<file path="config.mk">
export PLATFORM = sky130hd
export DESIGN_NAME = debug_read_port_flat
export DESIGN_NICKNAME = d
export VERILOG_FILES = /design/src/verilog/mem_pkg.sv /design/src/verilog/mem_bus_if.sv /design/src/verilog/debug_read_port.sv /design/src/flat_wrapper.sv
export SDC_FILE = /design/constraint.sdc
export NUM_CORES = 1
export LEC_CHECK = 0
export ABC_AREA = 1
export BUFFER_PORTS_ARGS = -buffer_cell sky130_fd_sc_hd__clkbuf_2
export CORE_MARGIN = 2
export CORE_UTILIZATION = 30
export DETAILED_ROUTE_END_ITERATION = 10
export MAX_ROUTING_LAYER = met4
export PLACE_DENSITY = 0.69
export SLEW_MARGIN = 10
export SYNTH_ARGS = -nofsm -noshare
export SYNTH_HDL_FRONTEND = slang
export SYNTH_SLANG_ARGS = --single-unit
</file>
<file path="constraint.sdc">
create_clock -name i_clk -period 1.7 [get_ports i_clk]
set_input_delay 0.34 -clock i_clk [delete_from_list [all_inputs] [get_ports i_clk]]
set_output_delay 0.34 -clock i_clk [all_outputs]
set_load 0.05 [all_outputs]
</file>
<file path="src/verilog/mem_pkg.sv">
`default_nettype none

package mem_pkg;

  //////////////////////
  // Data path
  //////////////////////

  localparam int DATA_W = 32;  // Word width of the data memory

  //////////////////////
  // Pipeline operations
  //////////////////////

  typedef enum logic [3:0] {
    MEM_NONE = 4'd0,  // No access this cycle
    MEM_LB   = 4'd1,  // Load byte, sign-extended
    MEM_LBU  = 4'd2,  // Load byte, zero-extended
    MEM_LH   = 4'd3,  // Load halfword, sign-extended
    MEM_LHU  = 4'd4,  // Load halfword, zero-extended
    MEM_LW   = 4'd5,  // Load word
    MEM_SB   = 4'd6,  // Store byte
    MEM_SH   = 4'd7,  // Store halfword
    MEM_SW   = 4'd8   // Store word
  } mem_op_e;

  // Debug reader FSM
  typedef enum logic [1:0] {
    DBG_IDLE      = 2'd0,  // Waiting for req
    DBG_WAIT_GNT  = 2'd1,  // Read held on the bus until granted
    DBG_WAIT_DATA = 2'd2,  // Counting out the read latency
    DBG_ACK       = 2'd3   // Ack high until req falls
  } dbg_state_e;

endpackage

`default_nettype wire

</file>
<file path="src/verilog/mem_bus_if.sv">
`default_nettype none

// Word-access bus, one access per cycle when en and gnt are both high
interface mem_bus_if
  import mem_pkg::*;
#(
  parameter int ADDR_W = 8
) ();

  logic              en;     // Access request
  logic              we;     // 1 write, 0 read
  logic [3:0]        be;     // Byte lane enables for writes
  logic [ADDR_W-1:0] addr;   // Word address
  logic [DATA_W-1:0] wdata;  // Write data, already lane-aligned
  logic              gnt;    // Combinational grant from the memory
  logic [DATA_W-1:0] rdata;  // Read data, LAT cycles after acceptance

  // Access unit side
  modport requester (
    output en, we, be, addr, wdata,
    input  gnt, rdata
  );

  // Memory side
  modport memory (
    input  en, we, be, addr, wdata,
    output gnt, rdata
  );

endinterface

`default_nettype wire

</file>
<file path="src/verilog/debug_read_port.sv">
`default_nettype none

module debug_read_port
  import mem_pkg::*;
#(
  parameter int DEPTH   = 256,
  parameter int OUT_REG = 0
) (
  input  wire               i_clk,
  input  wire               i_rsta,
  input  wire               i_dbg_req,   // Four-phase request
  input  wire  [$clog2(DEPTH)-1:0] i_dbg_addr,  // Held stable while req is high
  mem_bus_if.requester      bus,
  output logic [DATA_W-1:0] o_dbg_data,
  output logic              o_dbg_ack
);

  localparam int ADDR_W = $clog2(DEPTH);
  localparam int LAT    = 1 + OUT_REG;

  dbg_state_e state;
  logic [1:0] lat_cnt;  // Cycles since the read was granted

  // Read-only bus, word wide
  assign bus.en    = (state == DBG_WAIT_GNT);
  assign bus.we    = 1'b0;
  assign bus.be    = 4'b1111;
  assign bus.addr  = i_dbg_addr[ADDR_W-1:0];
  assign bus.wdata = '0;

  //////////////////////
  // Handshake FSM
  //////////////////////

  always_ff @(posedge i_clk) begin
    if (i_rsta) begin
      state   <= DBG_IDLE;
      lat_cnt <= '0;
    end else begin
      case (state)
        DBG_IDLE: begin
          if (i_dbg_req)
            state <= DBG_WAIT_GNT;
        end
        DBG_WAIT_GNT: begin
          lat_cnt <= '0;
          if (bus.gnt)
            state <= DBG_WAIT_DATA;  // Pipeline idle, read accepted
        end
        DBG_WAIT_DATA: begin
          if (lat_cnt == 2'(LAT - 1))
            state <= DBG_ACK;  // rdata valid this cycle
          else
            lat_cnt <= lat_cnt + 1'b1;
        end
        DBG_ACK: begin
          if (!i_dbg_req)
            state <= DBG_IDLE;  // Ack drops once req has fallen
        end
        default: state <= DBG_IDLE;
      endcase
    end
  end

  // Capture the word, then hold it through the ack phase
  always_ff @(posedge i_clk) begin
    if (state == DBG_WAIT_DATA && lat_cnt == 2'(LAT - 1))
      o_dbg_data <= bus.rdata;
  end

  assign o_dbg_ack = (state == DBG_ACK);

endmodule

`default_nettype wire

</file>
<file path="src/flat_wrapper.sv">
// flat-port wrapper written by rule: the top's interface ports become plain ports
module debug_read_port_flat import mem_pkg::*;
#(
  parameter int DEPTH   = 256,
  parameter int OUT_REG = 0
)
  (i_clk, i_rsta, i_dbg_req, i_dbg_addr, o_dbg_data, o_dbg_ack, bus_en, bus_we, bus_be, bus_addr, bus_wdata, bus_gnt, bus_rdata);
  mem_bus_if bus_i ();
  input  wire i_clk;
  input  wire i_rsta;
  input  wire i_dbg_req;
  input  wire  [$clog2(DEPTH)-1:0] i_dbg_addr;
  output logic [DATA_W-1:0] o_dbg_data;
  output logic o_dbg_ack;
  output wire logic [$bits(bus_i.en)-1:0] bus_en;
  output wire logic [$bits(bus_i.we)-1:0] bus_we;
  output wire logic [$bits(bus_i.be)-1:0] bus_be;
  output wire logic [$bits(bus_i.addr)-1:0] bus_addr;
  output wire logic [$bits(bus_i.wdata)-1:0] bus_wdata;
  input wire logic [$bits(bus_i.gnt)-1:0] bus_gnt;
  input wire logic [$bits(bus_i.rdata)-1:0] bus_rdata;
  assign bus_en = bus_i.en;
  assign bus_we = bus_i.we;
  assign bus_be = bus_i.be;
  assign bus_addr = bus_i.addr;
  assign bus_wdata = bus_i.wdata;
  assign bus_i.gnt = bus_gnt;
  assign bus_i.rdata = bus_rdata;
  debug_read_port #(.DEPTH(DEPTH), .OUT_REG(OUT_REG)) u_core (.i_clk(i_clk), .i_rsta(i_rsta), .i_dbg_req(i_dbg_req), .i_dbg_addr(i_dbg_addr), .bus(bus_i), .o_dbg_data(o_dbg_data), .o_dbg_ack(o_dbg_ack));
endmodule
</file>
======== Yosys cells after proc, flatten, opt, wreduce, memory -nomap -nowiden ========
Cells that the tools add are included.
word-level totals
  logic and storage cells ................. 25
  bits in registers ....................... 36
  input bits .............................. 44
  output and inout bits ................... 79
cells by class
  add/sub/neg operators ................... 1
  reduce and logical (&&, ||, !) cells .... 6
  mux-type cells .......................... 7
  eq/ne operators ......................... 8
operators by type and width
  cell                                                    number
  two-way mux 2 bit                                       5
  inequality test 2 bit (second input constant)           4
  one-hot mux 2 bit (4 select lines)                      1
  equality test 2 bit (second input constant)             2
  zero test 2 bit                                         2
  one-hot mux 2 bit (2 select lines)                      1
  AND reduction 4 bit                                     1
  adder 2 x 1 -> 2 bit (second input constant)            1
  equality test 2 x 1 -> 1 bit (second input constant)    1
  inequality test 2 x 1 -> 1 bit (second input constant)  1
  AND reduction 2 bit                                     1
  nonzero test 2 bit                                      1
  logical AND 1 bit                                       1

======== Logic depth before layout (Yosys ltp) ========
  word-level depth ........................ 3
  mapped depth ............................ 9
  gate-level depth less buffers ........... 9

======== Worst setup path after synthesis ========
OpenSTA, ideal clock, no wires.
  path type ............................... reg2reg
  start ................................... register u_core.state[0]
  end ..................................... register u_core.o_dbg_data[0], enable pin
  setup time .............................. 0.387 ns
  setup slack ............................. -0.019 ns
  arrival time ............................ 1.333 ns
  data required time ...................... 1.313 ns
  stages on the path, launching flop included .. 5
  period minus slack after synthesis ...... 1.719 ns
  cells stage by stage .................... dfxtp_1 -> inv_1 -> ha_1 -> nand2_1 -> inv_1
between the ends
  cells in the longest elaborated chain, start to end .. 2
RTL lines
  element                   line                   source
  start: declaration        debug_read_port.sv:21  dbg_state_e state;
  start signal: assignment  debug_read_port.sv:37  state <= DBG_IDLE;
  start signal: assignment  debug_read_port.sv:43  state <= DBG_WAIT_GNT;
  start signal: assignment  debug_read_port.sv:48  state <= DBG_WAIT_DATA;
  equality test 2 bit       debug_read_port.sv:67  if (state == DBG_WAIT_DATA && lat_cnt == 2'(LAT - 1))
  logical AND 1 bit         debug_read_port.sv:67
  end signal: assignment    debug_read_port.sv:68  o_dbg_data <= bus.rdata;
  end: declaration          debug_read_port.sv:14  output logic [DATA_W-1:0] o_dbg_data,
No other way between the ends.
A chain may end at the register's enable or synchronous reset.

======== Worst setup path after layout ========
  start ................................... register u_core.state[1]
  end ..................................... output port bus_en
between the ends
  cells in the longest elaborated chain, start to end .. 1
RTL lines
  element                       line                   source
  equality test 2 x 1 -> 1 bit  debug_read_port.sv:25  assign bus.en = (state == DBG_WAIT_GNT);
  end: declaration              flat_wrapper.sv:15     output wire logic [$bits(bus_i.en)-1:0] bus_en;
No other way between the ends.

==> qor.txt <==
status: finished, final reports clean
worst min path class: in2reg
cell area after layout: 1950 um^2
crit end category: output port
Root Buffer: clkbuf_8
drt wl/cell: 9.52 um
maximum VDD drop: 0.634 mV
Iteration-0 DRC Markers: 33
Inserted Diodes: 0
dpl ws: 0.285 ns
hold_sp: i_rsta
max-slew violation count: 0
Core ar.: 5170 um^2
sequential power share: 40.1%
largest net degree at the start of global routing: 33
GRT Util Overall: 8.56%
DP Wirelength: 2.04 mm
clock skew: 0.00676 ns
Pre-antenna DRT Iters: 3
clock latency on the worst-skew pair: 0.27 ns
number of port buffers: 69
grt met3 use: 3.37%
I/O Pins: 123
first-pass GRT wire length: 3.71 mm
library cells used by synthesis: 14
vias in the first global route: 802
Placement Rows: 26
CP Buf/Inv Count: 2
hold bufs inserted after CTS: 0
post-cts gate resize count: 0
slowest CP cell: dfxtp_1
internal power: 0.00176 W
Crit path required time: 1.36 ns
clock sinks: 36
CP top delay family: flip-flops
Sw Ratio: 44.8%
CP startpoint: u_core.state[1]
register area: 1040 um^2
Multi-input gate area: 327 um^2
Crit Path Max Fanout: 4
nets: 241
fmax: 639 MHz
Routed Antenna Nets: 0
most frequent cells in the layout: clkbuf_2, conb_1, edfxtp_1, inv_1, nand2_1
DR vias/cell: 3.52
commonest non-fill, non-tap cell in the layout: clkbuf_2
reg2reg path depth: 5
grt met2 use: 13.4%
Worst setup SP type: flop
post-synthesis register bit count: 36
clk slew on worst S/H paths: 0.07 ns
Post-CTS Setup Bufs: 0
Seq/Total Area, Yosys: 64.3%
sw power: 0.00143 W
final global-route overflow total: 0
RR Endpoint: u_core.o_dbg_data[22]
Die W: 77.5 um
fin crit period: 1.56 ns
biggest cell delay along the critical path: 0.39 ns
MaxCap Viol Count: 0
setup violators final: 0
Synth area leader: edfxtp_1
placed insts: 254
via count: 918
kind of critical path: reg2out
non-filler cells, final: 261
Setup WS post-layout: 0.135 ns
Mapped Cells: 124
CTS Buf Count: 5
RR Startpoint: u_core.state[0]
Data arrival, critical path: 1.22 ns
routability cong.: 0.784
Remaining DRCs: 0
Clock power frac: 16.3%
synth warn: 0
Routed WL: 2.49 mm
worst hold endpoint: u_core.lat_cnt[1]
Setup TNS: 0 ns
sequence of cells on the critical path: inv_1 -> ha_1 -> clkbuf_2
CTS Buffer Depth: 2
Die H: 77.5 um
final hold vios: 0
CTS tree: built
Fill cells: 513
busiest grt layer: met2
RSZ-0062 raised after global routing: false
ranking of synthesized cells by area: edfxtp_1, buf_4, dfxtp_1, ha_1, inv_1
initial antenna violation count: 0
pwr dens: 1640 nW/um^2
placed cell areas: 1870 um^2
Reg2Reg Setup Slack: 0.26 ns
H-Tree Depth: 2
Comb power frac: 43.6%
Pwr Total: 0.00319 W
period utilization: 92.0%
Post-Syn Area: 1620 um^2
share of layout cells above drive strength 1: 42.4%
met1 GRT Util: 9.39%
Leak: 0.930 nW
Avg Cell Area, Syn: 13.1 um^2
die area: 6000 um^2
WHS Path Cells: 2
Yosys top cell area share: 59.4%
Initial Utilization: 31.3%
Area Growth Syn to Fin: 20.2%
-- cell type report --
type,count,share of cell area (%)
Clock buffer,5,3.54
Clock inverter,2,0.386
Inverter,12,2.51
Multi-Input combinational cell,66,16.8
Sequential cell,36,53.5
Tap cell,70,4.50
Timing Repair Buffer,70,18.8
-- routing by layer --
layer | routed length (um) | share of wire [%] | up-vias
met1 | 1010 | 41 | 372
met5 | 0 | 0 | -
li1 | - | - | 452
met2 | 1090 | 44 | 83
met4 | 68 | 2.7 | 0
met3 | 313 | 13 | 11
-- power groups by stage --
stage          sequential, W  clock (W)  combinational (W)
2_1_floorplan        0.00183          0           0.000684
3_3_place_gp         0.00129          0            0.00140
3_5_place_dp         0.00130          0            0.00140
4_1_cts              0.00128   0.000556            0.00140
5_1_grt              0.00130   0.000581            0.00149
6_report             0.00128   0.000520            0.00139
-- flip-flops by register name, summed over array words and instances (netlist names) --
| name | cells |
|---|---|
| u_core.o_dbg_data | 32 |
| u_core.lat_cnt | 2 |
| u_core.state | 2 |
-- through the flow --
| stage | util, % | hold WS, ns |
|---|---|---|
| after CTS | 37.6 | 0.222 |
| after floorplan | - | 0.409 |
| after global routing | 37.6 | 0.224 |
| after detailed placement | 36.1 | 0.442 |
| after global placement | 36.1 | 0.437 |
| final | 37.6 | 0.235 |
-- cells by family (layout without fill, tap and decap cells) --
| kind of cell | Yosys count | after routing | synth area share (%) |
|---|---|---|---|
| flip-flops | 36 | 36 | 64.3 |
| AND/OR/NAND/NOR | 18 | 18 | 5.25 |
| buffers and inverters | 57 | 89 | 23.6 |
| other | 2 | 37 | 0.464 |
| AO/OA/AOI/OAI | 5 | 5 | 1.70 |
| adder cells (fa/ha/maj) | 6 | 6 | 4.64 |
-- synth_stat cells, drive strengths merged --
| master | count |
|---|---|
| a21oi | 2 |
| buf | 45 |
| conb | 2 |
| dfxtp | 4 |
| edfxtp | 32 |
| ha | 6 |
| inv | 12 |
| nand2 | 12 |
| nor2 | 6 |
| o211ai | 1 |
| o21ai | 2 |
-- worst register-to-register path, cell delays in order (launching register included) --
cell        delay, ns
dfxtp_1          0.34
inv_1            0.11
ha_1             0.27
nand2_1          0.12
clkinvlp_4       0.10
buf_12           0.19
-- worst max path at each step --
stage	end	cells past startpoint
6_report	bus_en	3
5_1_grt	bus_en	3
4_1_cts	bus_en	3
3_5_place_dp	u_core.o_dbg_data[14]	5
3_3_place_gp	u_core.o_dbg_data[28]	5
2_1_floorplan	u_core.o_dbg_data[0]	4
No activity file was read; power rests on OpenSTA's default activity.
