[src/verilog/mem_pkg.sv]
`default_nettype none

package mem_pkg;

  //////////////////////
  // Data path
  //////////////////////

  localparam int DATA_W = 32;  // Word width of the data memory

  //////////////////////
  // Pipeline operations
  //////////////////////

  typedef enum logic [3:0] {
    MEM_NONE = 4'd0,  // No access this cycle
    MEM_LB   = 4'd1,  // Load byte, sign-extended
    MEM_LBU  = 4'd2,  // Load byte, zero-extended
    MEM_LH   = 4'd3,  // Load halfword, sign-extended
    MEM_LHU  = 4'd4,  // Load halfword, zero-extended
    MEM_LW   = 4'd5,  // Load word
    MEM_SB   = 4'd6,  // Store byte
    MEM_SH   = 4'd7,  // Store halfword
    MEM_SW   = 4'd8   // Store word
  } mem_op_e;

  // Debug reader FSM
  typedef enum logic [1:0] {
    DBG_IDLE      = 2'd0,  // Waiting for req
    DBG_WAIT_GNT  = 2'd1,  // Read held on the bus until granted
    DBG_WAIT_DATA = 2'd2,  // Counting out the read latency
    DBG_ACK       = 2'd3   // Ack high until req falls
  } dbg_state_e;

endpackage

`default_nettype wire

[src/verilog/mem_bus_if.sv]
`default_nettype none

// Word-access bus, one access per cycle when en and gnt are both high
interface mem_bus_if
  import mem_pkg::*;
#(
  parameter int ADDR_W = 8
) ();

  logic              en;     // Access request
  logic              we;     // 1 write, 0 read
  logic [3:0]        be;     // Byte lane enables for writes
  logic [ADDR_W-1:0] addr;   // Word address
  logic [DATA_W-1:0] wdata;  // Write data, already lane-aligned
  logic              gnt;    // Combinational grant from the memory
  logic [DATA_W-1:0] rdata;  // Read data, LAT cycles after acceptance

  // Access unit side
  modport requester (
    output en, we, be, addr, wdata,
    input  gnt, rdata
  );

  // Memory side
  modport memory (
    input  en, we, be, addr, wdata,
    output gnt, rdata
  );

endinterface

`default_nettype wire

[src/verilog/load_store_unit.sv]
`default_nettype none

module load_store_unit
  import mem_pkg::*;
#(
  parameter int DEPTH   = 256,
  parameter int OUT_REG = 0
) (
  input  wire               i_clk,
  input  wire               i_rsta,
  input  mem_op_e           i_op,
  input  wire  [31:0]       i_addr,   // Byte address from the pipeline
  input  wire  [DATA_W-1:0] i_wdata,  // Store data, low bits used for SB/SH
  mem_bus_if.requester      bus,
  output logic [DATA_W-1:0] o_load_data,
  output logic              o_load_valid,
  output logic              o_stall,
  output logic              o_misaligned
);

  localparam int ADDR_W = $clog2(DEPTH);
  localparam int LAT    = 1 + OUT_REG;

  logic is_store;
  logic is_half;
  logic is_word;
  logic misalign;
  logic accepted;
  logic mis_q;

  logic [LAT-1:0]    pend_vld;        // Load in flight at each stage
  mem_op_e           pend_op  [LAT];  // Its operation
  logic [1:0]        pend_off [LAT];  // Its byte offset in the word
  logic [DATA_W-1:0] shifted;

  //////////////////////
  // Request decode
  //////////////////////

  always_comb begin
    is_store = (i_op == MEM_SB) || (i_op == MEM_SH) || (i_op == MEM_SW);
    is_half  = i_op inside {MEM_LH, MEM_LHU, MEM_SH};
    is_word  = i_op inside {MEM_LW, MEM_SW};
    misalign = (is_half && i_addr[0]) || (is_word && (i_addr[1:0] != 2'b00));
  end

  assign bus.en   = (i_op != MEM_NONE) && !misalign;  // Misaligned ops never issue
  assign bus.we   = is_store;
  assign bus.addr = i_addr[ADDR_W+1:2];               // Drop the byte offset

  // Lanes and replicated store data
  always_comb begin
    if (is_word) begin
      bus.be    = 4'b1111;
      bus.wdata = i_wdata;
    end else if (is_half) begin
      bus.be    = i_addr[1] ? 4'b1100 : 4'b0011;
      bus.wdata = {2{i_wdata[15:0]}};
    end else begin
      bus.be    = 4'b0001 << i_addr[1:0];
      bus.wdata = {4{i_wdata[7:0]}};
    end
  end

  assign o_stall  = !bus.gnt;  // Only a running sweep withholds the grant
  assign accepted = bus.en && bus.gnt;

  always_ff @(posedge i_clk) begin
    if (i_rsta)
      mis_q <= 1'b0;
    else
      mis_q <= (i_op != MEM_NONE) && misalign && bus.gnt;  // Pulse after acceptance
  end

  assign o_misaligned = mis_q;

  //////////////////////
  // Load return path
  //////////////////////

  always_ff @(posedge i_clk) begin
    if (i_rsta) begin
      pend_vld <= '0;
    end else begin
      pend_vld[0] <= accepted && !is_store;
      for (int i = 1; i < LAT; i++)
        pend_vld[i] <= pend_vld[i-1];
    end
  end

  always_ff @(posedge i_clk) begin
    pend_op[0]  <= i_op;
    pend_off[0] <= i_addr[1:0];
    for (int i = 1; i < LAT; i++) begin
      pend_op[i]  <= pend_op[i-1];
      pend_off[i] <= pend_off[i-1];
    end
  end

  assign o_load_valid = pend_vld[LAT-1];  // Lines up with bus.rdata
  assign shifted      = bus.rdata >> {pend_off[LAT-1], 3'b000};

  // Sign or zero extension by the load kind
  always_comb begin
    case (pend_op[LAT-1])
      MEM_LB:  o_load_data = {{(DATA_W-8){shifted[7]}}, shifted[7:0]};
      MEM_LBU: o_load_data = {{(DATA_W-8){1'b0}}, shifted[7:0]};
      MEM_LH:  o_load_data = {{(DATA_W-16){shifted[15]}}, shifted[15:0]};
      MEM_LHU: o_load_data = {{(DATA_W-16){1'b0}}, shifted[15:0]};
      default: o_load_data = bus.rdata;  // LW, offset is zero
    endcase
  end

endmodule

`default_nettype wire

[src/flat_wrapper.sv]
// flat-port wrapper written by rule: the top's interface ports become plain ports
module load_store_unit_flat import mem_pkg::*;
#(
  parameter int DEPTH   = 256,
  parameter int OUT_REG = 0
)
  (i_clk, i_rsta, i_op, i_addr, i_wdata, o_load_data, o_load_valid, o_stall, o_misaligned, bus_en, bus_we, bus_be, bus_addr, bus_wdata, bus_gnt, bus_rdata);
  mem_bus_if bus_i ();
  input  wire i_clk;
  input  wire i_rsta;
  input  mem_op_e i_op;
  input  wire  [31:0] i_addr;
  input  wire  [DATA_W-1:0] i_wdata;
  output logic [DATA_W-1:0] o_load_data;
  output logic o_load_valid;
  output logic o_stall;
  output logic o_misaligned;
  output wire logic [$bits(bus_i.en)-1:0] bus_en;
  output wire logic [$bits(bus_i.we)-1:0] bus_we;
  output wire logic [$bits(bus_i.be)-1:0] bus_be;
  output wire logic [$bits(bus_i.addr)-1:0] bus_addr;
  output wire logic [$bits(bus_i.wdata)-1:0] bus_wdata;
  input wire logic [$bits(bus_i.gnt)-1:0] bus_gnt;
  input wire logic [$bits(bus_i.rdata)-1:0] bus_rdata;
  assign bus_en = bus_i.en;
  assign bus_we = bus_i.we;
  assign bus_be = bus_i.be;
  assign bus_addr = bus_i.addr;
  assign bus_wdata = bus_i.wdata;
  assign bus_i.gnt = bus_gnt;
  assign bus_i.rdata = bus_rdata;
  load_store_unit #(.DEPTH(DEPTH), .OUT_REG(OUT_REG)) u_core (.i_clk(i_clk), .i_rsta(i_rsta), .i_op(i_op), .i_addr(i_addr), .i_wdata(i_wdata), .bus(bus_i), .o_load_data(o_load_data), .o_load_valid(o_load_valid), .o_stall(o_stall), .o_misaligned(o_misaligned));
endmodule
[config.mk]
export PLATFORM = sky130hd
export DESIGN_NAME = load_store_unit_flat
export DESIGN_NICKNAME = d
export VERILOG_FILES = /design/src/verilog/mem_pkg.sv /design/src/verilog/mem_bus_if.sv /design/src/verilog/load_store_unit.sv /design/src/flat_wrapper.sv
export SDC_FILE = /design/constraint.sdc
export NUM_CORES = 1
export LEC_CHECK = 0
export BUFFER_PORTS_ARGS = -buffer_cell sky130_fd_sc_hd__clkbuf_2
export CORE_UTILIZATION = 32
export DETAILED_ROUTE_END_ITERATION = 10
export GPL_TIMING_DRIVEN = 0
export PLACE_DENSITY = 0.77
export SLEW_MARGIN = 20
export SYNTH_ARGS = -nofsm -noshare
export SYNTH_HDL_FRONTEND = slang
export SYNTH_SLANG_ARGS = --single-unit
[constraint.sdc]
create_clock -name i_clk -period 1.7 [get_ports i_clk]
set_input_delay 0.34 -clock i_clk [delete_from_list [all_inputs] [get_ports i_clk]]
set_output_delay 0.34 -clock i_clk [all_outputs]
set_load 0.02 [all_outputs]
### Yosys cells after proc, flatten, opt, wreduce, memory -nomap -nowiden

Memory sizes are Yosys's and may differ from the RTL's.
Cells that the tools add are included.

| cells by class | value |
|---|---|
| add/subtract/negate cells | 0 |
| multipliers | 0 |
| div/mod/pow operators | 0 |
| $lt $le $gt $ge | 0 |
| equal/unequal tests | 10 |
| shift operators | 2 |
| multiplexer cells | 6 |
| bitwise gates (word level) | 0 |
| reduce and logical (&&, ||, !) cells | 17 |

Operator list:

| kind | count |
|---|---|
| case mux 32 bit (4 select lines) | 1 |
| two-way mux 32 bit | 2 |
| right shift 32 x 5 -> 16 bit | 1 |
| == test 4 x 3 -> 1 bit, second input constant | 5 |
| == test 4 x 2 -> 1 bit, second input constant | 3 |
| two-way mux 4 bit | 3 |
| logical AND 1 bit | 7 |
| == test 4 x 1 -> 1 bit, second input constant | 1 |
| == test 4 bit, second input constant | 1 |
| nonzero test 2 bit | 2 |
| nonzero test 4 bit | 1 |
| left shift 1 x 2 -> 4 bit, first input constant | 1 |
| zero test 1 bit | 3 |
| logical OR 1 bit | 3 |
| nonzero test 3 bit | 1 |

| storage, ports and cells | value |
|---|---|
| flip-flop bits (word level) | 2 |
| bits in latches | 0 |
| memory bits (writable) | 6 |
| ROM bits | 0 |
| input port bits | 103 |
| memories kept | 2 |

Memory list:

| memory | depth | bits a word | read ports | clocked after Yosys merged registers in | wr ports | RTL line | RTL |
|---|---|---|---|---|---|---|---|
| u_core.pend_op | 1 | 4 | 1 | 0 | 1 | load_store_unit.sv:32 | `mem_op_e pend_op [LAT];` |
| u_core.pend_off | 1 | 2 | 1 | 0 | 1 | load_store_unit.sv:33 | `logic [1:0] pend_off [LAT];` |

### Longest topological paths before layout

Gate-level depths: netlist of run 1.

| depth | value |
|---|---|
| depth after elaboration | 8 |
| mapped depth | 7 |
| depth with buffers taken out | 4 |

### Least setup slack after synthesis of run 1

OpenSTA, ideal clock, no wires.

| timing path | value |
|---|---|
| path type | input port to output port |
| from | in i_op[0] |
| to | out bus_wdata[24] |
| arrival | 1.690 ns |
| setup slack | -0.330 ns |
| stages | 6 |
| path buffers | 3 |
| cells stage by stage | buf_4 -> or3b_1 -> a21o_1 -> buf_2 -> buf_2 -> a21oi_1 |

| between the ends | value |
|---|---|
| word-level cells in the longest chain between the ends | 4 |

RTL lines:

| item | RTL line | RTL |
|---|---|---|
| start, declared | flat_wrapper.sv:11 | `input mem_op_e i_op;` |
| == test 4 x 2 -> 1 bit or == test 4 x 3 -> 1 bit (tied branches) | load_store_unit.sv:42 | `is_half = i_op inside {MEM_LH, MEM_LHU, MEM_SH};` |
| nonzero test 3 bit | load_store_unit.sv:42 |  |
| two-way mux 32 bit | load_store_unit.sv:56 | `end else if (is_half) begin` |
| two-way mux 32 bit * | load_store_unit.sv:53 | `if (is_word) begin` |
| end, declared | flat_wrapper.sv:22 | `output wire logic [$bits(bus_i.wdata)-1:0] bus_wdata;` |

Mark *: on every way between the ends. The rest lies on a longest branch, timed or not.

### Worst setup path after layout of run 1

| timing path | value |
|---|---|
| from | mem u_core.pend_off[0][1] |
| to | out o_load_data[28] |

| between the ends | value |
|---|---|
| word-level cells in the longest chain between the ends | 3 |

RTL lines:

| item | RTL line | RTL |
|---|---|---|
| start, declared | load_store_unit.sv:33 |  |
| memory (1 x 2 bit) | - |  |
| right shift 32 x 5 -> 16 bit | load_store_unit.sv:101 | `assign shifted = bus.rdata >> {pend_off[LAT-1], 3'b000};` |
| case mux 32 bit (4 select lines) | load_store_unit.sv:105 | `case (pend_op[LAT-1])` |
| end, declared | flat_wrapper.sv:14 | `output logic [DATA_W-1:0] o_load_data;` |

No other way between the ends.

==> impl_metrics.yaml, run 1 <==
clock_tree:
  cts_tree: "yes"
  clockBufferDepth: 2
  clock-sinks: 8
  htreeDepth: 1
  numCtsBuffers: 3
  clockRootBuffer: "clkbuf_8"
  clk_pin_slew_ns: 0.04
  cts.hold.buffers_added: 0
global_routing:
  grt_pass1_wl_mm: 9.56
  grt_pass1_vias: 2184
  overflow: 0
  grt_max_degree: 11
  use_met1_pct: 23.0
  antenna_found_initial: 0
  grtUsageTotal_pct: 21.6
  gr-usage-met3_pct: 4.23
  use_met2_pct: 42.8
  grt_busiest_layer: "met2"
drt:
  via_per_inst: 5.27
  wl_per_cell_um: 16.1
  drt_iter0_drc: 98
  drc: 0
  totalWireLength_mm: 7.79
  drt-pass1-iter-count: 4
  routed-via-count: 2547
  ant_nets: 0
run_status:
  violations: "setup timing"
  status: "complete, but fails checks"
worst_setup_path:
  cp.arrival_ns: 1.90
  critPathKind: "reg -> out"
  cp-end-kind: "output port"
  critPathMaxFanout: 5
  start_kind: "flip-flop"
  cp.required_ns: 1.36
die:
  rows: 26
  fp.dieArea_um2: 5730
  chipWidth_um: 75.7
  initial_utilization_pct: 33.6
  core_area_um2: 5170
  io_pins: 184
  fp.dieH_um: 75.7
job:
  cap_violations: 0
pwr:
  power_w: 0.00174
  comb_power_share_pct: 75.3
  p_int_w: 0.00102
  pwr-share-seq_pct: 12.1
  switching_share_pct: 41.3
  ir_drop_mv: 0.322
  p_leak_nw: 1.88
  p_switching_w: 0.000718
  clkPwrFrac_pct: 12.6
  power_density_nw_per_um2: 449
placement:
  gp_congestion: 0.816
  placedCellCount: 459
  post_dp_cell_area_um2: 3140
  io_buffers: 153
  post-dp-hpwl_mm: 5.19
yosys:
  netlist_instances: 236
  ys_warn_count: 0
  syn_area_per_cell_um2: 7.36
  synth_top_area_share_pct: 10.4
  yosysSeqAreaShare_pct: 9.22
  synth_edf_count: 0
  ys.flop_type: "dfxtp_1"
  synth_most_common_cell: "nor2_1"
  syn_area_um2: 1740
  async_flop_share_pct: 0
  synth.distinct_cells: 42
  synth_common_cells: "nor2_1 (24), buf_4 (20), a21o_1 (18)"
  ys_top_cells_by_area: "mux2_1 (10%), dfxtp_1 (9.2%), mux2i_1 (9.2%)"
  synth-seq-cells: 8
  synth_top_cell_by_area: "mux2_1"
  synth_nets: 339
sta:
  rsz0062_at_grt: "true"
  final-hold-violation-count: 0
  slew_headroom_pct: 65.2
  fin_crit_sh_pct: 132
  finalMaxSlewViolations: 0
  setup_viol: 61
  hold_ws_ns: 0.219
  tns_ns: -25.65
  worst_pin_slew_ns: 0.520
  setup_slack_ns: -0.536
  period_needed_ns: 2.24
  max_clock_freq_mhz: 447
final_layout:
  final_cells: 483
  drive_gt1_share_pct: 75.3
  n_antenna_cell: 0
  area_growth_pct: 123
  fillers: 346
  fin_nets: 518
  stdcell_area_um2: 3870
worst_hold_path:
  min_path_type: "in -> reg"
  hold_depth: 1
  hold_path_startpoint: "i_op[3]"
  holdPathEnd: "u_core.pend_op[0][3]"
cells by family (layout without fill, tap and decap cells):
group | count (synthesis) | after routing | share of synthesized area, %
and+or+nand+nor | 84 | 84 | 25.7
AOI/OAI and AO/OA | 71 | 71 | 29.7
buffers and inverters | 39 | 216 | 14.6
muxes | 33 | 33 | 20.2
DFF | 8 | 8 | 9.22
xor gates and xnor gates | 1 | 1 | 0.504
worst max-delay path, stage by stage, from the launching register on:
cell	delay (ns)
dfxtp_2	0.31
buf_6	0.12
mux2i_1	0.13
or3_1	0.37
a31oi_4	0.29
clkbuf_16	0.22
a21o_4	0.08
clkbuf_2	0.15
placed cells by master (no fill, tap or decap), types with 2 or more instances in the layout:
cell,instances
nor2b_1,2
nor3b_1,2
mux2_2,8
a21oi_1,4
mux2_4,9
buf_8,8
a21o_1,5
mux2i_4,8
clkbuf_8,7
nor2_1,13
buf_4,29
nand2b_1,2
buf_6,53
clkbuf_16,2
a21oi_4,10
mux2i_1,8
a21oi_2,2
o21ai_4,2
nor3b_2,7
a211o_4,6
buf_12,4
a32o_1,6
inv_1,4
dfxtp_1,7
nand2_1,16
or3b_1,3
nand3_2,6
o21ai_1,8
nor2_2,10
o21ai_2,5
buf_2,6
clkbuf_2,101
and2_1,8
or3b_4,2
a21o_4,13
clkbuf_4,2
nand3b_1,2
worst max-delay path by stage:
stage	endpoint	slack, ns	cells after the start	start
floorplan	bus_wdata[25]	-0.22	6	i_op[0]
global placement	bus_wdata[30]	-0.53	8	i_op[0]
detailed placement	bus_wdata[30]	-0.54	8	i_op[0]
CTS	o_load_data[29]	-0.51	7	u_core.pend_op[0][1]
global route	o_load_data[30]	-0.59	7	u_core.pend_off[0][1]
finish	o_load_data[28]	-0.54	7	u_core.pend_off[0][1]
metal layers:
| layer | wire (um) | part of all wire [%] |
|---|---|---|
| met1 | 2670 | 34 |
| met2 | 4460 | 57 |
| met3 | 614 | 7.9 |
| met4 | 50 | 0.64 |
| met5 | 0 | 0 |
power by group through the flow:
stage	registers, W	clock network [W]	logic (W)
floorplan	0.000211	0	0.000717
global placement	0.000208	0	0.00103
detailed placement	0.000209	0	0.00104
CTS	0.000206	0.000228	0.00112
global route	0.000212	0.000247	0.00138
finish	0.000210	0.000219	0.00131
through the flow:
| step | utilization [%] | setup WS [ns] |
|---|---|---|
| 2_1_floorplan | - | -0.222 |
| 3_3_place_gp | 60.7 | -0.529 |
| 3_5_place_dp | 60.7 | -0.539 |
| 4_1_cts | 65.9 | -0.513 |
| 5_1_grt | 74.8 | -0.588 |
| 6_report | 74.8 | -0.536 |
final cells by class:
cell class / instances / area (um^2) / share of cell area, %
multi-input combinational: 189 / 1890 / 48.9
inverter: 4 / 15.0 / 0.388
timing repair buffer: 175 / 1340 / 34.5
buffer: 34 / 334 / 8.63
sequential: 8 / 161 / 4.17
clock buffer: 3 / 41.3 / 1.07
tap: 70 / 87.6 / 2.26
state kept, by name (all words and copies together) (netlist names):
register	flops
u_core.o_load_valid	1
u_core.o_misaligned	1
u_core.pend_off	2
u_core.pend_op	4
repair_timing:
action / 4_1_cts / 5_1_grt
pin swaps: 5 / 10
gates cloned: 0 / 4
buffers inserted: 6 / 12
setup endpoints to repair: 60 / 61
resized for setup: 43 / 145
No activity file was read; power rests on OpenSTA's default activity.
==> inputs of run 2 (changes only) <==
--- a/config.mk
+++ b/config.mk
@@ -6,10 +6,12 @@
 export NUM_CORES = 1
 export LEC_CHECK = 0
 export BUFFER_PORTS_ARGS = -buffer_cell sky130_fd_sc_hd__clkbuf_2
-export CORE_UTILIZATION = 32
+export CORE_UTILIZATION = 33
+export CTS_BUF_LIST = sky130_fd_sc_hd__clkbuf_2
 export DETAILED_ROUTE_END_ITERATION = 10
+export GPL_ROUTABILITY_DRIVEN = 0
 export GPL_TIMING_DRIVEN = 0
-export PLACE_DENSITY = 0.77
+export PLACE_DENSITY = 0.79
 export SLEW_MARGIN = 20
 export SYNTH_ARGS = -nofsm -noshare
 export SYNTH_HDL_FRONTEND = slang
==> constraint.sdc (replaced) <==
create_clock -name i_clk -period 1.7 [get_ports i_clk]
set_input_delay 0.085 -clock i_clk [delete_from_list [all_inputs] [get_ports i_clk]]
set_output_delay 0.085 -clock i_clk [all_outputs]
set_load 0.02 [all_outputs]
==> impl_metrics.yaml, run 2 (synthesis gave the netlist of run 1 again) <==
run_status:
  status: "complete, but fails checks"
  violations: "setup timing"
final_layout:
  ff_latch_area_um2: 174
  fin_nets: 515
  regMostFlops: "u_core.pend_op"
  layout_commonest_cell: "clkbuf_2"
  largest_register_ffs: 4
  final_cell_mix: "clkbuf_2 (122), clkbuf_8 (29), buf_4 (27), nor2_1 (22), a21o_1 (18)"
  multi_input_area_um2: 1480
  fillers: 401
  area_growth_pct: 90.6
  drive_gt1_share_pct: 61.2
  n_antenna_cell: 0
  fin_util_pct: 65.3
  reg.largest.list: "u_core.pend_op: 4 flops, u_core.pend_off: 2 flops"
worst_setup_path:
  worstPathCellList: "buf_4, mux2_4, and2_4, o21ai_4, nand3_1, clkbuf_8"
  cp-startpoint: "u_core.pend_off[0][1]"
  critPathKind: "reg -> out"
  cp.depth: 6
  path_buf_inv: 2
  cp.arrival_ns: 1.90
  critPathMaxFanout: 7
  cp-end-kind: "output port"
  crit_family: "flip-flops"
  slowest_stage: "dfxtp_4"
  cp.required_ns: 1.62
  critPathMaxStageDelay_ns: 0.37
  crit_path_end: "o_load_data[14]"
  start_kind: "flip-flop"
drt:
  ant_nets: 0
  drt-pass1-iter-count: 6
  wl_met3_um: 816
  met1_length_mm: 2.69
  drc: 0
  highest_layer: "met4"
  via_per_inst: 5.52
  drt_iter0_drc: 152
  totalWireLength_mm: 8.09
  wl_met2_mm: 4.16
  routed-via-count: 2651
  wl_per_cell_um: 16.9
die:
  chipWidth_um: 74.6
  io_pins: 184
  core_area_um2: 5070
  rows: 26
  fp.dieH_um: 74.6
  initial_utilization_pct: 34.2
  fp.dieArea_um2: 5560
sta:
  tns_ns: -6.60
  rsz0062_at_grt: "true"
  hold_ws_ns: 0.0795
  setup_viol: 32
  fin_crit_sh_pct: 117
  setup_slack_ns: -0.288
  final-hold-violation-count: 0
  max_clock_freq_mhz: 503
  worst_pin_slew_ns: 0.544
  finalMaxSlewViolations: 0
  slew_headroom_pct: 63.6
  period_needed_ns: 1.99
global_routing:
  antenna_found_initial: 0
  grt_max_degree: 11
  grt_pass1_vias: 2294
  overflow: 0
  grtUsageTotal_pct: 25.0
  grt_pass1_wl_mm: 10.6
pwr:
  p_leak_nw: 1.76
  power_density_nw_per_um2: 432
  ir_drop_mv: 0.259
clock_tree:
  clockRootBuffer: "clkbuf_2"
  clockBufferDepth: 2
  cts_tree: "yes"
  clk_pin_slew_ns: 0.06
  numCtsBuffers: 3
  htreeDepth: 1
  clock-sinks: 8
worst_hold_path:
  min_path_type: "in -> reg"
  hold_path_startpoint: "i_addr[0]"
placement:
  place_ws_ns: -0.221
  io_buffers: 153
  post-dp-hpwl_mm: 4.93
job:
  cap_violations: 0
## run 2: timing repair
item	in CTS	in global routing
resized for setup	101	39
hold endpoints to repair	4	0
setup endpoints to repair	36	40
hold buffers	4	0
gates cloned	3	3
buffers inserted	6	6
pin swaps	14	21
## run 2: power by group
| group | total (W) | switching, W | internal [W] |
|---|---|---|---|
| clock | 0.000103 | 0.0000551 | 0.0000479 |
| combinational | 0.00112 | 0.000584 | 0.000532 |
| sequential | 0.000212 | 0.0000160 | 0.000196 |
| total | 0.00143 | 0.000655 | 0.000776 |
## run 2: final cells by class
type / count / share of cell area, %
sequential: 8 / 5.25
inverter: 4 / 0.453
buffer: 31 / 7.93
clock buffer: 3 / 0.453
multi-input combinational: 189 / 44.7
timing repair buffer: 175 / 38.6
tap: 70 / 2.64
## run 2: how the worst min path moves through the flow
stage,endpoint,slack (ns),cells past startpoint
global placement,u_core.pend_op[0][3],0.20,1
finish,u_core.pend_off[0][0],0.08,1
detailed placement,u_core.pend_op[0][3],0.20,1
floorplan,u_core.pend_off[0][0],0.11,0
CTS,u_core.pend_off[0][1],0.07,1
global route,u_core.pend_off[0][0],0.06,1
## run 2: routing by layer
metal / GRT usage [%] / up-vias
li1: - / 1199
met2: 49.1 / 213
met5: 0 / -
met1: 25.1 / 1189
met3: 5.01 / 50
met4: 10.7 / 0
## run 2: per-stage QoR
step | instances | total power [W] | instance area [um^2]
global placement | 459 | 0.00105 | 2590
finish | 480 | 0.00143 | 3310
floorplan | 236 | 0.000751 | 1740
CTS | 472 | 0.00133 | 3100
detailed placement | 459 | 0.00106 | 2590
global route | 480 | 0.00151 | 3310
